**src/verilog/loader_pkg.sv**
```systemverilog
// Shared constants and types for the UART memory loader.
// Every stage refers to these by scoped name (loader_pkg::name).

package loader_pkg;

// Data word and word-address widths.
localparam int xlen   = 32;
localparam int addr_w = 8;

// Command opcodes sent by the host.
localparam logic [7:0] OPC_WRITE = 8'h01;
localparam logic [7:0] OPC_READ  = 8'h02;
localparam logic [7:0] OPC_RUN   = 8'h03;
localparam logic [7:0] OPC_HALT  = 8'h04;

// Single-byte replies.
localparam logic [7:0] RSP_ACK = 8'h4B;
localparam logic [7:0] RSP_ERR = 8'h3F;

// Operation passed from the decoder to the RAM stage.
typedef enum logic [1:0] {
    OP_WRITE,
    OP_READ,
    OP_ACK,
    OP_ERR
} op_kind_t;

endpackage

```
**src/verilog/reply_serializer.sv**
```systemverilog
// Reply serializer between the RAM stage and the UART transmitter.
// Latches a response and hands it to the transmitter one byte per
// handshake, LSB first; busy_o holds off the decoder meanwhile.

module reply_serializer(
    input  logic                          clk_i,
    input  logic                          reset_i,

    input  logic                          rsp_vld_i,
    input  logic  [loader_pkg::xlen-1:0]  rsp_word_i,
    input  logic                          rsp_len_i,
    input  logic                          tx_rdy_i,

    output logic                    [7:0] tx_data_o,
    output logic                          tx_vld_o,
    output logic                          busy_o
);

logic [loader_pkg::xlen-1:0] shreg;
logic                  [2:0] left;
logic                        xfer;

assign xfer      = tx_vld_o & tx_rdy_i;
assign tx_vld_o  = busy_o;
assign tx_data_o = shreg[7:0];

always_ff @(posedge clk_i) begin
    if (reset_i) begin
        busy_o <= 1'b0;
        left   <= '0;
    end else if (rsp_vld_i) begin
        busy_o <= 1'b1;
        left   <= rsp_len_i ? 3'd4 : 3'd1;
    end else if (xfer) begin
        left <= left - 1'b1;
        // Drop busy together with the last byte.
        if (left == 3'd1) begin
            busy_o <= 1'b0;
        end
    end
end

always_ff @(posedge clk_i) begin
    if (rsp_vld_i) begin
        shreg <= rsp_word_i;
    end else if (xfer) begin
        shreg <= {8'h00, shreg[loader_pkg::xlen-1:8]};
    end
end

// The decoder must hold off new commands until the reply is out.
a_no_rsp_when_busy: assert property (@(posedge clk_i) disable iff (reset_i)
    rsp_vld_i |-> !busy_o);

endmodule

```
**config.mk**
```make
export PLATFORM = sky130hd
export DESIGN_NAME = reply_serializer
export DESIGN_NICKNAME = d
export VERILOG_FILES = /design/src/verilog/loader_pkg.sv /design/src/verilog/reply_serializer.sv
export SDC_FILE = /design/constraint.sdc
export NUM_CORES = 1
export LEC_CHECK = 0
export BUFFER_PORTS_ARGS = -buffer_cell sky130_fd_sc_hd__buf_2
export CAP_MARGIN = 10
export CORE_UTILIZATION = 50
export DETAILED_ROUTE_END_ITERATION = 10
export GPL_TIMING_DRIVEN = 1
export HOLD_SLACK_MARGIN = 0.15
export PLACE_DENSITY = 0.8
export SYNTH_ARGS = -nofsm -noshare
export SYNTH_HDL_FRONTEND = slang
export SYNTH_SLANG_ARGS = --single-unit
```
**constraint.sdc**
```tcl
create_clock -name clk_i -period 2.15 [get_ports clk_i]
set_clock_uncertainty 0.2 [all_clocks]
set_input_delay 0.43 -clock clk_i [delete_from_list [all_inputs] [get_ports clk_i]]
set_output_delay 0.43 -clock clk_i [all_outputs]
set_load 0.05 [all_outputs]
```
---- Word-level counts from Yosys, hierarchy flattened ----
Index checks and enable logic that the tools add are counted.
cells by class
  add/sub/neg operators ................... 1
  equal/unequal tests ..................... 1
  muxes and demuxes ....................... 8
  bitwise logic cells ..................... 1
  reduce and logical (&&, ||, !) cells .... 3
operator list
  cell                 number
  $mux 32              2
  $mux 3               3
  $reduce_bool 2->1    2
  $eq 3x1->1 const B   1
  $mux 1               3
  $sub 3x1->3 const B  1
  $reduce_and 2->1     1
  $and 1x1->1          1
word-level totals
  register bits after elaboration ......... 36
  bits of input ports ..................... 37
  output and inout port bits .............. 10
  word-level logic and storage cells ...... 17

---- Depth between registers and ports, before layout ----
  word-level depth ........................ 4
  depth in mapped cells ................... 5

---- Worst setup path before layout ----
Ideal clock, no wire load.
  path kind ............................... register to register
  start ................................... register busy_o
  end ..................................... register shreg[0] (netlist name) (enable)
  library setup time ...................... 0.394 ns
  arrival ................................. 1.660 ns
  data required time ...................... 1.556 ns
  slack ................................... -0.104 ns
  cell stages (with the launch flop) ...... 3
  cell sequence ........................... dfxtp_1 nand2_2 nand2b_1
between the ends
  cells in the longest elaborated chain, start to end .. 2
ends and longest elaborated chain
  item                         line                    RTL
  start, declared              reply_serializer.sv:16  output logic busy_o
  start signal, assigned       reply_serializer.sv:29  busy_o <= 1'b0;
  start signal, assigned       reply_serializer.sv:32  busy_o <= 1'b1;
  start signal, assigned       reply_serializer.sv:38  busy_o <= 1'b0;
  $and 1x1->1                  reply_serializer.sv:23  assign xfer = tx_vld_o & tx_rdy_i;
  $reduce_bool 2->1 (no line)  n/a
  end signal, assigned         reply_serializer.sv:45  shreg <= rsp_word_i;
  end signal, assigned         reply_serializer.sv:47  shreg <= {8'h00, shreg[loader_pkg::xlen-1:8]};
  end, declared                reply_serializer.sv:19  logic [loader_pkg::xlen-1:0] shreg;
No other way between the ends.
A chain may end at the register's enable or synchronous reset.

---- Final worst setup path ----
  start ................................... register busy_o
  end ..................................... output tx_vld_o
RTL lines
  item           line                    RTL
  end, declared  reply_serializer.sv:15  output logic tx_vld_o,
No word-level cell between the ends.

==> parameters.txt <==
Parameter                              Value

Synthesis
  Post-synthesis average cell area ... approximately 16 um^2
  Most used DFF post-synth ... sky130_fd_sc_hd__edfxtp_1
  Fraction of synthesis flops using an asynchronous set or reset pin ... 0%
  Number of flops mapped to enable cells by yosys ... 32
  Ranking of synthesized cells by area ... sky130_fd_sc_hd__edfxtp_1 60%, sky130_fd_sc_hd__mux2_2 17%, sky130_fd_sc_hd__buf_4 5.6%, sky130_fd_sc_hd__dfxtp_1 5.0%, sky130_fd_sc_hd__and2_1 3.1%
  Count leader, synth ... sky130_fd_sc_hd__edfxtp_1
  Number of cells produced by synthesis ... 100
  Yosys Warn Count ... 0
  Fraction of the yosys area taken by sequential cells ... 64.9%
  Ranking of synthesized cells by instance count ... 32 x sky130_fd_sc_hd__edfxtp_1, 24 x sky130_fd_sc_hd__mux2_2, 12 x sky130_fd_sc_hd__buf_4
  Synthesized area ... 1600 um^2
  Post-synthesis net count ... 139
  Synthesis-stage register bit count ... 36
  Proportion of netlist area held by the largest area contributor ... between 50% and 60%
  Biggest area consumer among synthesized cells ... sky130_fd_sc_hd__edfxtp_1
  Number of library cell types mapped by synthesis ... 18

Final layout
  Number of filler cells placed in the layout ... ~250
  Area overhead of the layout relative to synthesis ... 21.5%
  Total non-filler cell area in the finished layout ... approximately 1900 um^2
  Net count of the finished layout ... ~180
  Fraction of final layout cells sized beyond drive strength 1 ... a little under three fifths
  Number of diodes ... 0

Global routing
  Global-route usage over all layers ... between 15 and 20%
  Number of global-route vias before repair ... 972
  Number of antenna violations at the first check in global routing ... 0
  Pin count of the biggest net entering global routing ... 20
  Wire length of the first global-routing pass ... roughly 4300 um
  Remaining global-route overflow ... 0

Worst setup path
  CP peak stage delay ... approximately 0.44 ns
  Ordered cell list for the critical path ... buf_2
  CP delay by family, top ... flip-flops
  Path type of the worst setup path ... reg2out
  Required time of the worst setup path ... 1.52 ns
  Startpoint class of the critical path ... register
  R2R cell count ... 4
  Standard cell with the maximum stage delay on the critical path ... sky130_fd_sc_hd__dfxtp_1
  Startpoint of the most critical register-to-register path ... left[0]
  Buffer and inverter count on the worst path ... 1
  CP endpoint kind ... primary output
  Flop-to-flop setup slack ... approximately 0.63 ns
  Crit path max fanout ... 6
  Arrival time of the worst setup path ... ~1.1 ns
  Critical R2R Capture ... left[1]

Routing
  Count of nets left with antenna violations after detail routing ... 0
  Wire length reported by the detailed router ... ~2500 um
  Number of vias in the routed layout ... approximately 910
  Via-per-instance ratio ... approximately 4.8
  Number of remaining DRC errors ... 0
  First-pass iteration count of the detailed router ... 2
  DRC marker count from the first detailed-route iteration ... 20
  WL per Instance ... about 13 um

Pwr
  IR Drop Worst-Case VDD ... approximately 480 uV
  Internal Pwr Total ... 1170 uW
  P_leak ... about 0.00079 uW
  Power after layout ... around 1500 uW
  Switching share of total power ... 23.7%
  Power dissipated by switching net loads ... 363 uW
  Pwr per Cell Area ... around 790 nW/um^2
  Comb power frac ... 14.9%
  Sequential group share of total power ... 55.3%
  Clock share of power ... between 20 and 30%

Clock tree
  Clock tree from TritonCTS ... built
  Buffer levels on the longest clock path ... 2
  Clock slew at reported path FFs ... around 0.10 ns
  Number of resized instances in the post-cts repair step ... 0
  Total clock sinks ... 36
  Clock root buffer ... sky130_fd_sc_hd__clkbuf_4
  Skew-Pair Late Insertion Delay ... between 0.3 and 0.4 ns
  Count of hold-fix buffers inserted at cts ... 1
  Setup bufs post-CTS ... 0
  Clock buffer count from CTS ... 5
  Htree depth ... 2

STA
  Portion of the clock cycle consumed by the worst path in the final layout ... about four fifths
  Count of final hold-check violations ... 0
  Final worst-path setup slack ... about 0.44 ns
  Relative max-transition margin ... between 70% and 80%
  Setup repair after global routing missed its margin ... no
  Maximum achievable frequency ... about 590 MHz
  Final-report setup violation count ... 0
  Number of max-slew violations in the final report ... 0
  Time the worst path needs with I/O delays and setup ... 1.71 ns
  Slew of the pin with the lowest slew margin ... approximately 0.36 ns
  Setup_tns ... 0 ns

Die
  Area of the core ... 3050 um^2
  Die X-Extent ... about 59 um
  Initial cell density of the core ... about 52%
  Die Outline Area ... around 3400 um^2
  Top-level port count ... 47
  Die Span Y ... 58.6 um
  Number of placement rows ... 20

Worst hold path
  Worst Hold Depth ... 2
  Min-Delay Path Class ... in2reg
  Critical hold path startpoint ... rsp_word_i[28]
  Capture endpoint of the worst hold path ... shreg[28]

Placed design
  Place WS ... 0.390 ns
  Number of buffers added on ports ... between 40 and 50
  Post-place instance area ... about 1900 um^2
  Post-detailed-placement half-perimeter wirelength ... between 1500 and 2000 um
  GPL Wtd Cong ... 0.691

Outcome
  Outcome ... finished clean

Flow run
  Max-capacitance violation count ... 0
power by group through the flow:
stage / Combinational, uW / Clock, uW / Sequential (uW)
global route: 249 / 498 / 856
floorplan: 168 / 0 / 867
detailed placement: 230 / 0 / 867
finish: 230 / 456 / 850
global placement: 220 / 0 / 863
CTS: 233 / 467 / 851
per-stage QoR:
stage                     hold slack [ns]  cells  utilization [%]
after global routing                0.155    190             63.8
after CTS                           0.158    190             63.8
final                               0.172    190             63.8
after global placement              0.327    181             61.0
after detailed placement            0.334    181             61.0
after floorplan                     0.302    100                -
how the worst max path moves through the flow:
stage | start | end | slack [ns] | cells after the start
after floorplan | busy_o | shreg[0] | 0.24 | 2
after global placement | rsp_vld_i | shreg[13] | 0.44 | 3
after detailed placement | rsp_vld_i | shreg[13] | 0.39 | 3
after CTS | busy_o | tx_vld_o | 0.43 | 1
after global routing | busy_o | tx_vld_o | 0.40 | 1
final | busy_o | tx_vld_o | 0.44 | 1
final cells by class:
cell class                      count  area (um^2)  area share (%)
Multi-Input combinational cell     48          458            23.5
Tap cell                           44         55.1            2.83
Clock inverter                      3         37.5            1.93
Inverter                            3         11.3           0.578
Timing Repair Buffer               51          308            15.8
Sequential cell                    36         1040            53.4
Clock buffer                        5         37.5            1.93
sequential cells by signal, summed over array words and instances, names as in the netlist:
register and flops:
shreg 32, left 3, busy_o 1
layer usage:
metal  global-route usage [%]  vias to the layer above  share of wire, %
met4                     7.82                        0               1.5
met1                     19.0                      421                40
met5                        0                        -                 0
li1                         -                      447                 -
met3                     7.03                        5               7.2
met2                     29.7                       35                51
cells by family (layout without fill, tap and decap cells):
logic type / count (synthesis) / in the layout / share of synthesized area (%)
AO/OA/AOI/OAI: 6 / 6 / 3.59
adder cells (fa/ha/maj): 2 / 2 / 1.56
buffers and inverters: 16 / 62 / 6.64
multiplexers: 24 / 24 / 16.9
AND/OR/NAND/NOR: 14 / 14 / 5.31
flip-flops: 36 / 36 / 64.9
XOR/XNOR: 2 / 2 / 1.09
layout by cell type (no fill, tap or decap):
master,Yosys,final
sky130_fd_sc_hd__a2111oi_4,1,1
sky130_fd_sc_hd__a21oi_1,3,3
sky130_fd_sc_hd__and2_1,8,8
sky130_fd_sc_hd__and3_1,1,1
sky130_fd_sc_hd__buf_12,0,3
sky130_fd_sc_hd__buf_2,1,46
sky130_fd_sc_hd__buf_4,12,1
sky130_fd_sc_hd__bufinv_16,0,1
sky130_fd_sc_hd__clkbuf_4,0,5
sky130_fd_sc_hd__clkinv_1,0,2
sky130_fd_sc_hd__dfxtp_1,4,4
sky130_fd_sc_hd__dlygate4sd3_1,0,1
sky130_fd_sc_hd__edfxtp_1,32,32
sky130_fd_sc_hd__ha_1,2,2
sky130_fd_sc_hd__inv_1,3,3
sky130_fd_sc_hd__mux2_2,24,24
sky130_fd_sc_hd__nand2_2,1,1
sky130_fd_sc_hd__nand2b_2,0,1
sky130_fd_sc_hd__nand3_1,1,1
sky130_fd_sc_hd__nand3b_1,1,1
sky130_fd_sc_hd__nor2_1,1,1
sky130_fd_sc_hd__o21a_1,2,2
sky130_fd_sc_hd__xnor2_1,2,2
Power figures use the tool's default switching activity.
