==> config.mk <==
export PLATFORM = sky130hd
export DESIGN_NAME = uart_rx
export DESIGN_NICKNAME = d
export VERILOG_FILES = /design/src/verilog/uart_rx.sv
export SDC_FILE = /design/constraint.sdc
export NUM_CORES = 1
export LEC_CHECK = 0
export ABC_AREA = 1
export BUFFER_PORTS_ARGS = -buffer_cell sky130_fd_sc_hd__buf_2
export CAP_MARGIN = 40
export CORE_MARGIN = 2
export CORE_UTILIZATION = 50
export DETAILED_ROUTE_END_ITERATION = 16
export GPL_TIMING_DRIVEN = 0
export HOLD_SLACK_MARGIN = 0.1
export PLACE_DENSITY = 0.72
export SLEW_MARGIN = 20
export SYNTH_ARGS = -nofsm -noshare
export SYNTH_HDL_FRONTEND = slang
export SYNTH_SLANG_ARGS = --single-unit
export TNS_END_PERCENT = 10
==> constraint.sdc <==
create_clock -name clk_i -period 2.2 [get_ports clk_i]
set_input_delay 0.11 -clock clk_i [delete_from_list [all_inputs] [get_ports clk_i]]
set_output_delay 0.11 -clock clk_i [all_outputs]
set_load 0.02 [all_outputs]
==> src/verilog/uart_rx.sv <==
// UART receiver, 8N1, with mid-bit sampling.
// The finished byte sits in a holding register until the valid/ready
// handshake; BAUD_DIV is the clock count per bit.

module uart_rx #(
    parameter int BAUD_DIV = 104
)(
    input  logic       clk_i,
    input  logic       reset_i,

    input  logic       rx_i,
    input  logic       rx_rdy_i,

    output logic [7:0] rx_data_o,
    output logic       rx_vld_o
);

localparam int cnt_w = $clog2(BAUD_DIV);
localparam logic [cnt_w-1:0] full_cnt = cnt_w'(BAUD_DIV - 1);
localparam logic [cnt_w-1:0] half_cnt = cnt_w'(BAUD_DIV / 2 - 1);

typedef enum logic [1:0] {
    RX_IDLE,
    RX_START,
    RX_DATA,
    RX_STOP
} state_t;

state_t           state;
logic             rx_meta;
logic             rx_sync;
logic [cnt_w-1:0] baud_cnt;
logic       [2:0] bit_idx;
logic       [7:0] shreg;
logic             bit_tick;
logic             byte_done;

assign bit_tick  = (baud_cnt == full_cnt);
assign byte_done = (state == RX_STOP) && bit_tick && rx_sync;

// Two-flop synchronizer, idle line is high.
always_ff @(posedge clk_i) begin
    if (reset_i) begin
        rx_meta <= 1'b1;
        rx_sync <= 1'b1;
    end else begin
        rx_meta <= rx_i;
        rx_sync <= rx_meta;
    end
end

always_ff @(posedge clk_i) begin
    if (reset_i) begin
        state    <= RX_IDLE;
        baud_cnt <= '0;
        bit_idx  <= '0;
    end else begin
        case (state)
            RX_IDLE: begin
                baud_cnt <= '0;
                if (!rx_sync) begin
                    state <= RX_START;
                end
            end
            RX_START: begin
                // Recheck the start bit at its middle to reject glitches.
                if (baud_cnt == half_cnt) begin
                    baud_cnt <= '0;
                    bit_idx  <= '0;
                    state    <= rx_sync ? RX_IDLE : RX_DATA;
                end else begin
                    baud_cnt <= baud_cnt + 1'b1;
                end
            end
            RX_DATA: begin
                if (bit_tick) begin
                    baud_cnt <= '0;
                    bit_idx  <= bit_idx + 1'b1;
                    if (bit_idx == 3'd7) begin
                        state <= RX_STOP;
                    end
                end else begin
                    baud_cnt <= baud_cnt + 1'b1;
                end
            end
            default: begin
                // A low stop bit is a framing error and the byte is dropped.
                if (bit_tick) begin
                    baud_cnt <= '0;
                    state    <= RX_IDLE;
                end else begin
                    baud_cnt <= baud_cnt + 1'b1;
                end
            end
        endcase
    end
end

always_ff @(posedge clk_i) begin
    if ((state == RX_DATA) && bit_tick) begin
        shreg <= {rx_sync, shreg[7:1]};
    end
    if (byte_done) begin
        rx_data_o <= shreg;
    end
end

always_ff @(posedge clk_i) begin
    if (reset_i) begin
        rx_vld_o <= 1'b0;
    end else if (byte_done) begin
        rx_vld_o <= 1'b1;
    end else if (rx_rdy_i) begin
        rx_vld_o <= 1'b0;
    end
end

// A byte completing while the previous one is still held would be lost.
a_no_overrun: assert property (@(posedge clk_i) disable iff (reset_i)
    byte_done |-> (!rx_vld_o || rx_rdy_i));

endmodule

# --- Word level (Yosys, flattened, before mapping) ---
# Index checks and enable logic that the tools add are counted.
totals:
  in_bits: 4
  mem_count: 0
  reg_bits: 31
  output_inout_bits: 9
  romBits: 0
  mem_bits_rw: 0
  latch_bits: 0
classes:
  n_mux: 15
  n_div: 0
  bitwise: 0
  mul: 0
  n_eq_ne: 10
  shifts: 0
  reduce_logical: 9
  order_cmp: 0
  n_addsub: 2
ops:
  columns: ["operator", "count"]
  rows:
  - ["2-to-1 mux 7 bit", 2]
  - ["one-hot mux 7 bit (2 select lines)", 1]
  - ["2-to-1 mux 2 bit", 6]
  - ["inequality test 2 bit, second input constant", 4]
  - ["adder 7 x 1 -> 7 bit, second input constant", 1]
  - ["== test 7 x 6 -> 1 bit, second input constant", 1]
  - ["== test 7 bit, second input constant", 1]
  - ["2-to-1 mux 3 bit", 2]
  - ["one-hot mux 2 bit (3 select lines)", 1]
  - ["one-hot mux 3 bit (2 select lines)", 1]
  - ["AND reduction 5 bit", 1]
  - ["== test 2 bit, second input constant", 2]
  - ["nonzero test 2 bit", 2]
  - ["adder 3 x 1 -> 3 bit, second input constant", 1]
  - ["== test 3 bit, second input constant", 1]
  - ["logical AND 1 bit", 3]
  - ["AND reduction 3 bit", 1]
  - ["nonzero test 3 bit", 1]
  - ["== test 2 x 1 -> 1 bit, second input constant", 1]
  - ["zero test 2 bit", 1]
  - ["2-to-1 mux 1 bit", 2]

# --- Longest topological paths before layout ---
depth:
  ltp_word: 4
  depth_mapped: 9

# --- Worst setup path after synthesis ---
# OpenSTA, ideal clock, no wires.
synth_path:
  kind: "register -> register"
  startpoint: "reg baud_cnt[0]"
  endpoint: "reg rx_data_o[0], enable pin"
  synth_period_minus_slack_ns: 1.516
  t_arrival_ns: 1.192
  n_path_buf: 0
  stages_incl_launch_ff: 8
  slack_ns: 0.684
  cell_sequence: "dfxtp_1 -> ha_1 -> nand2_2 -> nor2_4 -> nand2_2 -> nor3_1 -> nand2_1 -> inv_1"
synth_via:
  elab_chain_len: 3
synth_rtl:
  columns: ["item", "line", "text"]
  rows:
  - ["start: declaration", "32", "logic [cnt_w-1:0] baud_cnt;"]
  - ["start signal: assignment", "72", "baud_cnt <= baud_cnt + 1'b1;"]
  - ["start signal: assignment", "83", "baud_cnt <= baud_cnt + 1'b1;"]
  - ["start signal: assignment", "92", "baud_cnt <= baud_cnt + 1'b1;"]
  - ["== test 7 bit", "38", "assign bit_tick = (baud_cnt == full_cnt);"]
  - ["logical AND 1 bit (2 in a row)", "39", "assign byte_done = (state == RX_STOP) && bit_tick && rx_sync;"]
  - ["named net byte_done", "36", "logic byte_done;"]
  - ["end signal: assignment", "104", "rx_data_o <= shreg;"]
  - ["end: declaration", "14", "output logic [7:0] rx_data_o,"]
# The timed path passes the listed nets, and every way through them passes these cells.
# A chain may end at the register's enable or synchronous reset.

# --- Final worst setup path ---
layout_path:
  startpoint: "reg baud_cnt[0]"
  endpoint: "reg rx_data_o[3], enable pin"
# Same word-level chain as after synthesis.

==> summary.txt <==
H-tree Lvls: 2
Max Slew Vio Count: 0
Ordered list of cells on the worst path: ha_1 > nand2_2 > nor2_4 > nand2_2 > nor3_1 > nand2_1 > inv_1
Startpoint type of the worst setup path: register
Worst hold slack: 0.421 ns
Startpoint-to-endpoint class of the critical path: reg -> reg
Total standard cell area after synthesis: 1230 um^2
Placed cell count: 156
Kind of path behind the tightest hold check: reg -> reg
Async SR Flop Fraction: 0
Total power draw: 1.30 mW
Clock Sinks: 31
Width of the die: 53.5 um
Result of the run: finished clean
GRT Resource Usage Total: 0.171
Crit path max fanout: 8
Layout cell share with drive strength beyond 1: 0.243
Number of enable flip-flop cells after synthesis: 16
Launch point of the worst path: baud_cnt[0]$_SDFF_PP0_
Number of stages on the worst hold path: 1
Post-Synth Adder-Cell Area: 0.0306
Number of antenna diodes: 0
R2R Path End: rx_data_o[3]$_DFFE_PP_
Top cell type's share of synthesized area: 0.392
Reg clk slew, reported paths: 0.09 ns
Worst-case vdd ir drop: 0.532 mV
Startpoint of the worst register-to-register path: baud_cnt[0]$_SDFF_PP0_
Overflow left after global routing: 0
Simple logic cell fraction of the synthesized area: 0.236
Sequential fraction of the synthesis area: 0.637
Synthesized net count: 123
Largest stage delay on the critical path: 0.36 ns
Wire length of the first global-routing pass: 3270 um
Area of the die: 2860 um^2
Reg area: 781 um^2
Weighted congestion at the end of routability-driven global placement: 0.779
Cell type group with the largest total delay on the critical path: simple AND/OR/NAND/NOR gates
Clock latency on the worst-skew pair: 0.32 ns
Post-detailed-placement half-perimeter wirelength: 1420 um
Dominant combinational cell family by area after synthesis: simple AND/OR/NAND/NOR gates
Ratio of final minimum period to clock period: 0.795
Floorplan Core Area: 2280 um^2
Yosys warning total: 0
Cell with the largest stage delay on the worst path: sky130_fd_sc_hd__dfxtp_1
Mapped Cells: 116
Number of setup violations in the final report: 0
Wirelength, routed: 2030 um
DRC violation count after routing: 0
Post-DR wirelength/cell: 12.1 um
FF-to-FF setup slack: 0.45 ns
First-pass iteration count of the detailed router: 4
Buffers on Ports: 12
Leak pwr: 0.589 nW
Worst slew margin: 0.775
Count of pins on the block boundary: 13
Synthesized-area fraction occupied by xor and xnor cells: 0.0286
Via density per instance: 4.92
Mapped Avg Cell Area: 10.6 um^2
Top post-synthesis cells by count: sky130_fd_sc_hd__nand2_1 (17), sky130_fd_sc_hd__edfxtp_1 (16), sky130_fd_sc_hd__nor2_1 (16)
NumNets Final: 146
Areal power density over the cells: 901 nW/um^2
Flip-flop and latch count after synthesis: 31
Clk root buf: sky130_fd_sc_hd__clkbuf_4
Type of element capturing the critical path: register
Achievable clock frequency: 572 MHz
Initial drt markers: 6
Fillcell total: 188
Largest area contributor in the synthesized netlist: sky130_fd_sc_hd__edfxtp_1
Clock tree from TritonCTS: yes
Cell mode on critical path: sky130_fd_sc_hd__nand2_2
Num CTS Buffers: 5
Summed negative setup slack over all endpoints: 0 ns
Final hold violation count: 0
Worst Max-Slew Pin Slew: 0.337 ns
Minimum clock period after layout: 1.75 ns
Total area of multi-input combinational cells: 389 um^2
Max-capacitance violation count: 0
Die Ht: 53.5 um
Hold path startpoint: rx_meta$_SDFF_PP1_
Count of non-filler cells in the finished layout: 168
Complex-gate fraction of the synthesized area: 0.0224
Crit path buffers/inverters: 1
Number of different library cells in the post-synthesis netlist: 21
Share of synthesized area spent on multiplexers: 0
Effective utilization at floorplan: 0.539
Maximum number of pins on one net before global-route repair: 11
Number of rows created at floorplan: 17
Terminating pin of the worst hold path: rx_sync$_SDFF_PP1_
Clock skew: 0.00445 ns
Critical path data required time: 2.20 ns
Dominant cell by count in the synthesized netlist: sky130_fd_sc_hd__nand2_1
RSZ-0062 raised after global routing: no
Largest cells by area after synthesis: sky130_fd_sc_hd__edfxtp_1 (39%), sky130_fd_sc_hd__dfxtp_1 (24%), sky130_fd_sc_hd__nand2_1 (5.2%), sky130_fd_sc_hd__nor2_1 (4.9%), sky130_fd_sc_hd__inv_1 (3.7%)
Deepest clock path buffer count: 2
Residual antenna-violating net count after detailed routing: 0
Initial antenna violation count: 0
Via Count: 827
Post-synth top flop: sky130_fd_sc_hd__edfxtp_1
Arrival time of the worst setup path: 1.74 ns
Via count of the first global-routing pass: 803
Worst Reg-to-Reg Cells: 7
Layout overhead on the synthesized area: 18.1%
power by group:
group          switching [mW]  internal [mW]
clock                   0.186          0.268
sequential             0.0283          0.625
combinational           0.128         0.0689
metal layers:
layer	wire [um]	part of all wire	GRT usage
met5	0	0	0
met3	72	0.036	0.0763
met1	911	0.45	0.195
met4	30	0.015	0.0769
met2	1010	0.50	0.274
stage by stage:
step,area (um^2),setup WS (ns),util
2_1_floorplan,1230,0.684,-
5_1_grt,1450,0.304,0.636
4_1_cts,1450,0.432,0.636
6_report,1450,0.451,0.636
3_5_place_dp,1320,0.470,0.581
3_3_place_gp,1320,0.527,0.581
flip-flops by register name, indices dropped and copies added, names as in the netlist:
| register | cells |
|---|---|
| bit_idx | 3 |
| rx_meta | 1 |
| baud_cnt | 7 |
| rx_sync | 1 |
| rx_data_o | 8 |
| rx_vld_o | 1 |
| state | 2 |
| shreg | 8 |
what timing repair did:
action / CTS / global route
hold buffers: 4 / 0
setup endpoints to repair: 0 / 0
gates resized for setup: 0 / 0
buffers inserted: 0 / 0
endpoints found under the hold margin: 6 / 0
cell usage in the layout, fill, tap and decap left out, drive strengths merged:
master       instances
nor3                 1
dlygate4sd3          4
buf                 12
nor2                18
nand2               22
a211oi               1
xnor2                1
nand3                8
nand4                4
inv                 15
clkinv               1
nand3b               3
ha                   3
bufinv               1
xor2                 3
clkbuf               6
or2                  2
a21oi                4
dfxtp               15
edfxtp              16
cell families after synthesis:
kind of cell    Yosys count
fa+ha+maj                 3
xor+xnor                  4
simple gates             58
compound gates            5
buf+inv                  15
flops                    31
how the worst max path moves through the flow:
| stage | slack (ns) | cells past startpoint | endpoint |
|---|---|---|---|
| 5_1_grt | 0.30 | 7 | rx_data_o[3]$_DFFE_PP_ |
| 6_report | 0.45 | 7 | rx_data_o[3]$_DFFE_PP_ |
| 2_1_floorplan | 0.68 | 7 | rx_data_o[0]$_DFFE_PP_ |
| 3_5_place_dp | 0.47 | 7 | rx_data_o[1]$_DFFE_PP_ |
| 3_3_place_gp | 0.53 | 7 | rx_data_o[1]$_DFFE_PP_ |
| 4_1_cts | 0.43 | 7 | rx_data_o[0]$_DFFE_PP_ |
worst reg2reg max path: stages, from the launching register on:
cell and delay, ns:
sky130_fd_sc_hd__dfxtp_1 0.36, sky130_fd_sc_hd__ha_1 0.24, sky130_fd_sc_hd__nand2_2 0.10, sky130_fd_sc_hd__nor2_4 0.14, sky130_fd_sc_hd__nand2_2 0.07, sky130_fd_sc_hd__nor3_1 0.14, sky130_fd_sc_hd__nand2_1 0.09, sky130_fd_sc_hd__inv_1 0.27
cell type report:
class,count,area share
Timing Repair Buffer,16,0.0691
Multi-Input combinational cell,70,0.269
Inverter,15,0.0389
Clock buffer,6,0.0354
Tap cell,28,0.0242
Clock inverter,2,0.0242
Sequential cell,31,0.539
No activity file was read; power rests on OpenSTA's default activity.
