===== src/verilog/uart_tx.sv =====
// UART transmitter, 8N1.
// Accepts a byte on the valid/ready handshake when idle and shifts out
// start bit, data LSB first and stop bit, BAUD_DIV clocks per bit.

module uart_tx #(
    parameter int BAUD_DIV = 104
)(
    input  logic       clk_i,
    input  logic       reset_i,

    input  logic [7:0] tx_data_i,
    input  logic       tx_vld_i,

    output logic       tx_o,
    output logic       tx_rdy_o
);

localparam int cnt_w = $clog2(BAUD_DIV);
localparam logic [cnt_w-1:0] full_cnt = cnt_w'(BAUD_DIV - 1);

logic             active;
logic       [9:0] frame;
logic       [3:0] bit_cnt;
logic [cnt_w-1:0] baud_cnt;

assign tx_rdy_o = ~active;

// Bit 0 of the frame drives the line; ones shift in behind it.
assign tx_o = frame[0];

always_ff @(posedge clk_i) begin
    if (reset_i) begin
        active   <= 1'b0;
        frame    <= '1;
        bit_cnt  <= '0;
        baud_cnt <= '0;
    end else if (!active) begin
        if (tx_vld_i) begin
            active   <= 1'b1;
            frame    <= {1'b1, tx_data_i, 1'b0};
            bit_cnt  <= '0;
            baud_cnt <= '0;
        end
    end else if (baud_cnt == full_cnt) begin
        baud_cnt <= '0;
        frame    <= {1'b1, frame[9:1]};
        if (bit_cnt == 4'd9) begin
            active <= 1'b0;
        end else begin
            bit_cnt <= bit_cnt + 1'b1;
        end
    end else begin
        baud_cnt <= baud_cnt + 1'b1;
    end
end

endmodule


===== config.mk =====
export PLATFORM = sky130hd
export DESIGN_NAME = uart_tx
export DESIGN_NICKNAME = d
export VERILOG_FILES = /design/src/verilog/uart_tx.sv
export SDC_FILE = /design/constraint.sdc
export NUM_CORES = 1
export LEC_CHECK = 0
export ABC_AREA = 1
export ABC_CLOCK_PERIOD_IN_PS = 1500
export BUFFER_PORTS_ARGS = -buffer_cell sky130_fd_sc_hd__buf_4
export CORE_UTILIZATION = 55
export DETAILED_ROUTE_END_ITERATION = 12
export GPL_TIMING_DRIVEN = 1
export MAX_ROUTING_LAYER = met4
export PLACE_DENSITY_LB_ADDON = 0.12
export REMOVE_ABC_BUFFERS = 1
export SYNTH_ARGS = -nofsm -noshare
export SYNTH_HDL_FRONTEND = slang
export SYNTH_SLANG_ARGS = --single-unit

===== constraint.sdc =====
create_clock -name clk_i -period 1.5 [get_ports clk_i]
set_input_delay 0.45 -clock clk_i [delete_from_list [all_inputs] [get_ports clk_i]]
set_output_delay 0.45 -clock clk_i [all_outputs]
set_load 0.1 [all_outputs]

Word-level counts from Yosys, hierarchy flattened
Cells that the tools add are included.
{ "classes": {"add_sub_neg": 2, "eq_ne": 4, "n_mux": 14, "reduce_logical": 3, "bitwise": 1} }
{ "ops": {"columns": ["operator", "n"], "rows": [
  ["10-bit 2-to-1 mux", 3],
  ["7-bit 2-to-1 mux", 3],
  ["4-bit 2-to-1 mux", 4],
  ["7-bit by 1-bit adder with 7-bit output, second input constant", 1],
  ["7-bit == test, second input constant", 1],
  ["4-bit by 1-bit adder with 4-bit output, second input constant", 1],
  ["4-bit == test, second input constant", 1],
  ["1-bit 2-to-1 mux", 4],
  ["3-bit AND reduction", 1],
  ["2-bit by 1-bit != test with 1-bit output, second input constant", 1],
  ["2-bit != test, second input constant", 1],
  ["2-bit AND reduction", 1],
  ["2-bit nonzero test", 1],
  ["1-bit inverter", 1]
]} }
{ "totals": {"output_inout_bits": 2, "regBits": 22, "elab_cells": 28, "inputBits": 11} }

Logic depth before layout (Yosys ltp)
Gate-level depths: netlist of run 1.
{ "logic_depth": {"depth_word": 4, "mapped_depth": 10, "ltp_nobuf": 9} }

Least setup slack after synthesis of run 1
No wires, ideal clock.
{ "synth_timing": {"path_type": "reg-to-output", "startpoint": "register active", "endpoint": "output tx_rdy_o", "t_arrival_ns": 0.995, "t_required_ns": 1.050, "path_slack_ns": 0.055, "stages_incl_launch_ff": 4, "n_path_buf": 2, "cell_sequence": "dfxtp_1 -> buf_4 -> inv_1 -> buf_2"} }
{ "synth_via": {"elab_chain_len": 1} }
{ "synth_lines": {"columns": ["element", "line_no", "text"], "rows": [
  ["from (decl)", "21", "logic active;"],
  ["from (signal assigned)", "33", "active <= 1'b0;"],
  ["from (signal assigned)", "39", "active <= 1'b1;"],
  ["from (signal assigned)", "48", "active <= 1'b0;"],
  ["1-bit inverter", "26", "assign tx_rdy_o = ~active;"],
  ["to (decl)", "15", "output logic tx_rdy_o"]
]} }
No other way between the ends.

Worst setup path after layout of run 1
Same ends and word-level chain as after synthesis.

==> out/metrics.cfg, run 1 <==
[cts]
numCtsBuffers = 3
hold_buffers = 0
path_clk_slew_ns = 0.11
clock_path_buffers = 2
post-cts-setup-buffer-count = 0
cts_num_sinks = 21
clock_latency_ns = 0.31
cts-root-buf = clkbuf_4
ctsResizeCount = 2
cts_tree = done
htree_levels = 1

[route]
drc = 0
vias_per_cell = 5.10
postRouteAntennaNets = 0
drtIter0Drc = 32
wl_per_cell_um = 10.6
vias = 1102
firstDrtPassIters = 4
routed_wl_um = 2290

[critical_path]
end_kind = primary output
critPathCapture = tx_rdy_o
required_ns = 1.05
crit_type = reg2out
critPathArrivalTime_ns = 1.01
rr_endpoint = frame[8]
worstSetupStartpoint = active
crit_path_start_kind = flip-flop
reg2regPathDepth = 9
r2r_slack_ns = 0.12
rr_startpoint = baud_cnt[0]
critical_path.max_fanout = 5

[timing]
min_period_ns = 1.46
tightest_slew_ns = 0.291
fin_ws_ns = 0.0434
rsz0062_at_grt = no
hold_violations = 0
drv_slew = 0
slew_headroom = 0.805
finalCritPeriodShare = 0.971
setup_viol = 0
clock_skew_ns = 0.000750
timing.fmax_mhz = 687

[power]
peakVddDrop_mv = 0.599
powerDensity_mw_per_mm2 = 840
total_power_mw = 1.11
p_leak_nw = 0.613

[placement]
port_buffers = 12
hpwl_um = 1730
dp_slack_ns = 0.0235
gp_congestion = 0.887

[synth]
synth_commonest_cells = nand2_1, nand3_1, dfxtp_1
async_reset_ff_frac = 0
syn_avg_cell_area_sq_um = 6.60
netlist_area_sq_mm = 0.00113
netlist_instances = 172
synth-main-ff-cell = dfxtp_1
synth_top_area_share = 0.370
synth_edf_count = 0
yosysTopAreaCell = dfxtp_1
yosysMostFrequentCell = nand2_1
ys_seq_area_frac = 0.370
ys_seq_elements = 21
synthTopCellsByArea = dfxtp_1, nand2_1, nand3_1
yosysWarnings = 0
synth_cell_types = 24

[finish]
syn_to_final_growth_pct = 16.6
fin_util = 0.682
n_antenna_cell = 0
fin_nets = 204
layout-drive-gt1-share = 0.201

[status]
status = complete, no violations

[hold_path]
min_path_type = in2reg

[floorplanning]
io_pins = 13
initial_core_util = 0.584
dieArea_sq_mm = 0.00225
coreArea_sq_mm = 0.00194
fp.dieW_um = 47.4
rows = 16
die_y_um = 47.4

[global_routing]
antenna_found_initial = 0
grt.total_usage = 0.236
grt_pass1_wl_um = 3530
grt_pass1_vias = 850
grt_overflow = 0
grt_max_degree = 13

[run]
maxCapViolCount = 0

[worst min-delay path by stage]
stage / startpoint / to / slack (ns) / cells past startpoint
2_1_floorplan: frame[8] / frame[8] / 0.44 / 2
3_3_place_gp: frame[4] / frame[4] / 0.45 / 2
3_5_place_dp: frame[4] / frame[4] / 0.45 / 2
4_1_cts: tx_data_i[7] / frame[8] / 0.35 / 3
5_1_grt: reset_i / baud_cnt[1] / 0.35 / 2
6_report: reset_i / baud_cnt[1] / 0.35 / 2
[per-stage QoR]
step / cells / instance area, sq um / setup TNS (ns) / hold slack, ns
global route: 216 / 1320 / 0 / 0.354
finish: 216 / 1320 / 0 / 0.353
detailed placement: 212 / 1280 / 0 / 0.455
floorplan: 166 / 1100 / -4.84 / 0.442
CTS: 216 / 1310 / 0 / 0.347
global placement: 212 / 1280 / 0 / 0.453
[placed cells by master (no fill, tap or decap), types with 3 or more instances in the layout]
master    Yosys  layout
nand2_1      58      58
nand3_1      23      23
dfxtp_1      21      18
buf_4         1      18
inv_1        14      14
nor2_1       12      12
a21oi_1       8       8
nand4_1       6       6
o21ai_0       4       4
inv_2         4       3
ha_1          3       3
clkbuf_4      0       3
[final cells by class]
cell class	count	area [sq um]
clock buffers	4	26.3
fillers	183	618
inverters	18	70.1
multi-input cells	127	617
flip-flops and latches	21	427
well taps	27	33.8
repair buffers	19	150
[logic make-up after synthesis]
kind of cell | count (synthesis) | share of synthesized area
AND/OR/NAND/NOR | 108 | 0.428
buffers and inverters | 24 | 0.0904
flip-flops | 21 | 0.370
AO/OA/AOI/OAI | 15 | 0.0706
adder cells (fa/ha/maj) | 3 | 0.0331
XOR/XNOR | 1 | 0.00772
[worst max-delay path: stages, from the launching register on]
cell	delay [ns]
dfxtp_4	0.39
inv_1	0.10
buf_8	0.20
[metal layers]
| layer | wire [um] | vias up | global-route usage |
|---|---|---|---|
| met1 | 1100 | 486 | 0.302 |
| met4 | 48 | 0 | 0.120 |
| met2 | 1050 | 25 | 0.353 |
| met5 | 0 | - | - |
| li1 | - | 586 | - |
| met3 | 87 | 5 | 0.0453 |
[flip-flops by register name (all words and copies together) (netlist names)]
name and count:
active 1, frame 9, baud_cnt 7, bit_cnt 4
[power breakdown]
part | total, mW | switching [mW] | internal (mW)
logic | 0.222 | 0.137 | 0.0853
clock network | 0.274 | 0.170 | 0.104
registers | 0.615 | 0.0233 | 0.592
total | 1.11 | 0.330 | 0.781
No activity file was read; power rests on OpenSTA's default activity.
==> run 2: changes to the inputs <==
--- a/config.mk
+++ b/config.mk
@@ -11,9 +11,9 @@
 export CORE_UTILIZATION = 55
 export DETAILED_ROUTE_END_ITERATION = 12
 export GPL_TIMING_DRIVEN = 1
-export MAX_ROUTING_LAYER = met4
 export PLACE_DENSITY_LB_ADDON = 0.12
 export REMOVE_ABC_BUFFERS = 1
+export SETUP_SLACK_MARGIN = 0.3
 export SYNTH_ARGS = -nofsm -noshare
 export SYNTH_HDL_FRONTEND = slang
 export SYNTH_SLANG_ARGS = --single-unit
==> out/metrics.cfg, run 2 (same netlist as run 1, synthesis figures left out) <==
[floorplanning]
initial_core_util = 0.584
rows = 16
fp.dieW_um = 47.4
io_pins = 13
die_y_um = 47.4
coreArea_sq_mm = 0.00194
dieArea_sq_mm = 0.00225

[timing]
hold_violations = 0
min_period_ns = 1.37
tightest_slew_ns = 0.345
clock_skew_ns = 0.0139
setup_viol = 0
slew_headroom = 0.769
finalCritPeriodShare = 0.916
fin_ws_ns = 0.126
timing.fmax_mhz = 728
rsz0062_at_grt = yes
drv_slew = 0

[global_routing]
grt_pass1_vias = 1108
grt.total_usage = 0.304
grt_max_degree = 13
antenna_found_initial = 0
grt_overflow = 0
grt_pass1_wl_um = 4660

[critical_path]
critical_path_buf_inv_count = 2
cpLargestDelayFamily = flip-flops
cpPeakStageDelay_ns = 0.37
crit_type = reg2out
critPathArrivalTime_ns = 0.92
required_ns = 1.05
cpMaxStageDelayCell = dfxtp_4
crit_path_start_kind = flip-flop
critical_path.max_fanout = 2
end_kind = primary output
cp_cell_sequence = inv_4 > buf_12

[route]
drtIter0Drc = 52
drc = 0
routed_wl_um = 3740
wl_per_cell_um = 16.5
firstDrtPassIters = 4
vias_per_cell = 5.75
postRouteAntennaNets = 0
vias = 1300

[cts]
cts_num_sinks = 21
cts_tree = done
numCtsBuffers = 3
path_clk_slew_ns = 0.13
clock_path_buffers = 2
cts-root-buf = clkbuf_4
clock_latency_ns = 0.33
htree_levels = 1
hold_buffers = 0

[placement]
dp_slack_ns = 0.0235
hpwl_um = 1730
port_buffers = 12
gp_congestion = 0.873

[finish]
fin_nets = 214
largest_register_ffs = 9
top_register = frame
fillers = 95
layout-drive-gt1-share = 0.497
mostFrequentLayoutCells = nand2_1, buf_4, nand3_1, dfxtp_1
n_antenna_cell = 0
final_common_cell = nand2_1
syn_to_final_growth_pct = 50.5
reg_top3 = frame (9), baud_cnt (7), bit_cnt (4)
fin_util = 0.880

[status]
status = complete, no violations

[power]
total_power_mw = 1.26
p_leak_nw = 0.743
peakVddDrop_mv = 0.667
powerDensity_mw_per_mm2 = 739

[run]
maxCapViolCount = 0

[hold_path]
min_path_type = in2reg

==> run 2: final cells by class <==
cell class                 instances  area [sq um]  share of cell area
multi-input combinational        128           881               0.516
inverter                          18          87.6              0.0513
timing repair buffer              28           239               0.140
sequential                        21           440               0.258
clock buffer                       4          26.3              0.0154
tap                               27          33.8              0.0198
==> run 2: final timing paths <==
| check | from | cells past startpoint | end | slack [ns] |
|---|---|---|---|---|
| max | active | 2 | tx_rdy_o | 0.13 |
| max reg2reg | baud_cnt[1] | 9 | frame[6] | 0.14 |
| min | tx_data_i[7] | 3 | frame[8] | 0.33 |
| min reg2reg | frame[3] | 2 | frame[3] | 0.50 |
==> run 2: metrics by stage <==
stage | cell area [sq um] | hold WS [ns] | cells | setup TNS, ns
4_1_cts | 1530 | 0.343 | 223 | 0
3_3_place_gp | 1280 | 0.453 | 212 | 0
6_report | 1710 | 0.331 | 226 | 0
3_5_place_dp | 1280 | 0.455 | 212 | 0
5_1_grt | 1710 | 0.354 | 226 | 0
2_1_floorplan | 1100 | 0.442 | 166 | -4.84
==> run 2: worst reg2reg max path, delay by kind of cell (launching register included) <==
family | cells | cell delay, ns
buffers and inverters | 2 | 0.15
and+or+nand+nor | 6 | 0.57
DFF | 1 | 0.36
adders and majority gates | 1 | 0.17
==> run 2: metal layers <==
layer	vias up	part of all wire	global-route usage
li1	611	-	-
met1	625	0.41	0.358
met2	50	0.51	0.521
met3	14	0.055	0.0604
met4	0	0.032	0.154
met5	-	0	0
==> run 2: timing repair <==
| item | 4_1_cts | 5_1_grt |
|---|---|---|
| resized for setup | 51 | 42 |
| pin swaps | 5 | 18 |
| endpoints found under the setup margin | 21 | 21 |
| cloned | 1 | 0 |
| buffers inserted | 6 | 3 |
==> run 2: power by group <==
| part | total (mW) | leakage (nW) | internal (mW) | switching, mW |
|---|---|---|---|---|
| Clock | 0.296 | 0.0150 | 0.104 | 0.191 |
| Sequential | 0.615 | 0.177 | 0.589 | 0.0262 |
| Combinational | 0.352 | 0.551 | 0.135 | 0.216 |
| Total | 1.26 | 0.743 | 0.829 | 0.434 |
==> run 3: changes to the inputs <==
--- a/config.mk
+++ b/config.mk
@@ -5,7 +5,6 @@
 export SDC_FILE = /design/constraint.sdc
 export NUM_CORES = 1
 export LEC_CHECK = 0
-export ABC_AREA = 1
 export ABC_CLOCK_PERIOD_IN_PS = 1500
 export BUFFER_PORTS_ARGS = -buffer_cell sky130_fd_sc_hd__buf_4
 export CORE_UTILIZATION = 55
==> constraint.sdc (replaced) <==
create_clock -name clk_i -period 1.5 [get_ports clk_i]
set_input_delay 0.15 -clock clk_i [delete_from_list [all_inputs] [get_ports clk_i]]
set_output_delay 0.15 -clock clk_i [all_outputs]
set_load 0.1 [all_outputs]
==> out/metrics.cfg, run 3 <==
[status]
status = complete, no violations

[power]
p_leak_nw = 0.557
combPwrFrac = 0.193
cell_internal_pwr_mw = 0.775
clkPwrFrac = 0.263
powerDensity_mw_per_mm2 = 744
switchingPower_mw = 0.318
total_power_mw = 1.09
sw_frac_of_total = 0.291
peakVddDrop_mv = 0.584
seq_power_share = 0.544

[finish]
fin_util = 0.824
n_antenna_cell = 0
fin_nets = 167
fillers = 108
syn_to_final_growth_pct = 34.9
regArea_sq_um = 430
mostFrequentLayoutCells = buf_4, dfxtp_1, nor3_1, a31oi_1, a21oi_1
top_register = frame
final_common_cell = buf_4
multi_input_area_sq_um = 676
layout-drive-gt1-share = 0.375
largest_register_ffs = 9
reg_top3 = frame (9), baud_cnt (7), bit_cnt (4)

[synth]
yosysWarnings = 0
netlist_area_sq_mm = 0.00109
synthTopCellsByArea = dfxtp_1, a211oi_1, a31oi_1
synth_top_area_share = 0.386
synth_cell_types = 35
ys_seq_area_frac = 0.386
synth_edf_count = 0
async_reset_ff_frac = 0
yosysMostFrequentCell = dfxtp_1
netlist_instances = 125
synth_commonest_cells = dfxtp_1, a31oi_1, nor3_1
synth-main-ff-cell = dfxtp_1
yosysTopAreaCell = dfxtp_1
syn_avg_cell_area_sq_um = 8.71
ys_seq_elements = 21

[run]
maxCapViolCount = 0

[route]
vias = 1116
drc = 0
routed_wl_um = 3100
firstDrtPassIters = 4
vias_per_cell = 6.31
postRouteAntennaNets = 0
wl_per_cell_um = 17.5
drtIter0Drc = 73

[cts]
numCtsBuffers = 3
clock_path_buffers = 2
clock_latency_ns = 0.32
htree_levels = 1
cts_num_sinks = 21
path_clk_slew_ns = 0.13
cts_tree = done
cts-root-buf = clkbuf_4
hold_buffers = 0

[critical_path]
critPathArrivalTime_ns = 1.67
crit_path_start_kind = flip-flop
crit_type = reg2reg
end_kind = flip-flop
critical_path.max_fanout = 16
required_ns = 1.75
r2r_slack_ns = 0.09

[global_routing]
grt_pass1_vias = 1000
grt_overflow = 0
grt.total_usage = 0.304
antenna_found_initial = 0
grt_pass1_wl_um = 4560
grt_max_degree = 26

[timing]
finalCritPeriodShare = 0.942
clock_skew_ns = 0.0114
hold_violations = 0
whs_ns = 0.0926
drv_slew = 0
min_period_ns = 1.41
rsz0062_at_grt = yes
slew_headroom = 0.669
setup_viol = 0
fin_setup_tns_ns = 0
tightest_slew_ns = 0.495
timing.fmax_mhz = 707

[floorplanning]
coreArea_sq_mm = 0.00178
fp.dieW_um = 46.5
initial_core_util = 0.611
rows = 15
die_y_um = 46.5
dieArea_sq_mm = 0.00216
io_pins = 13

[placement]
gp_congestion = 0.848
port_buffers = 12
hpwl_um = 1750

[hold_path]
min_path_type = in2reg

==> run 3: cell types whose count changed in the layout (fill, tap and decap cells not counted), moves of 5 or more <==
cell	change
nor3_1	+9
nand2_4	-9
a31oi_1	+8
and2_1	+7
inv_2	-6
nand3_1	-11
nand4_1	-5
nand2_1	-39
nand3_2	-9
inv_1	-5
nand2_2	-9
a211oi_1	+7
buf_6	+5
==> run 3: per-layer routing <==
metal	wire (um)	vias to the layer above	global-route usage
met2	1530	44	0.475
met4	120	0	0.159
met1	1280	537	0.387
met5	0	-	0
li1	-	520	-
met3	171	15	0.0627
==> run 3: worst max-delay path: stages, from the launching register on <==
cell and delay, ns:
dfxtp_2 0.34, or3b_4 0.43, o31ai_4 0.22, buf_12 0.18, nor3_1 0.06, a21oi_2 0.11
==> run 3: final cells by class <==
cell class / instances / area share
Clock buffer: 4 / 0.0179
Timing Repair Buffer: 32 / 0.196
Sequential cell: 21 / 0.293
Inverter: 4 / 0.0119
Tap cell: 25 / 0.0213
Multi-Input combinational cell: 91 / 0.460
==> run 3: power groups by stage <==
| stage | sequential, mW | combinational (mW) | clock [mW] |
|---|---|---|---|
| 6_report | 0.595 | 0.211 | 0.287 |
| 3_5_place_dp | 0.605 | 0.180 | 0 |
| 5_1_grt | 0.598 | 0.222 | 0.306 |
| 4_1_cts | 0.595 | 0.199 | 0.285 |
| 3_3_place_gp | 0.603 | 0.174 | 0 |
| 2_1_floorplan | 0.621 | 0.0867 | 0 |
==> run 3: kinds of logic (layout without fill, tap and decap cells) <==
kind of cell               Yosys count  in the layout  share of synthesized area
AOI/OAI and AO/OA                   44             44                      0.279
adders and majority gates            3              3                     0.0345
buffers and inverters               13             40                     0.0655
DFF                                 21             21                      0.386
and+or+nand+nor                     44             44                      0.234
==> run 3: final timing paths <==
kind / end / start / depth (start not counted)
worst min register to register: bit_cnt[0] / bit_cnt[0] / 1
worst max register to register: frame[6] / baud_cnt[3] / 5
worst max-delay path: frame[6] / baud_cnt[3] / 5
worst min-delay path: frame[8] / tx_data_i[7] / 3
==> run 3: repair_timing <==
action,CTS,global route
buffers inserted,5,3
pin swaps,1,8
setup endpoints to repair,20,21
gates resized for setup,19,16
cloned,0,1
==> run 3: per-stage QoR <==
| stage | cell area, sq um | setup WS (ns) | instances |
|---|---|---|---|
| after floorplan | 1030 | -0.617 | 116 |
| after global placement | 1250 | 0.111 | 164 |
| after detailed placement | 1250 | 0.0160 | 164 |
| after CTS | 1380 | 0.0991 | 173 |
| after global routing | 1470 | 0.0284 | 177 |
| final | 1470 | 0.0863 | 177 |
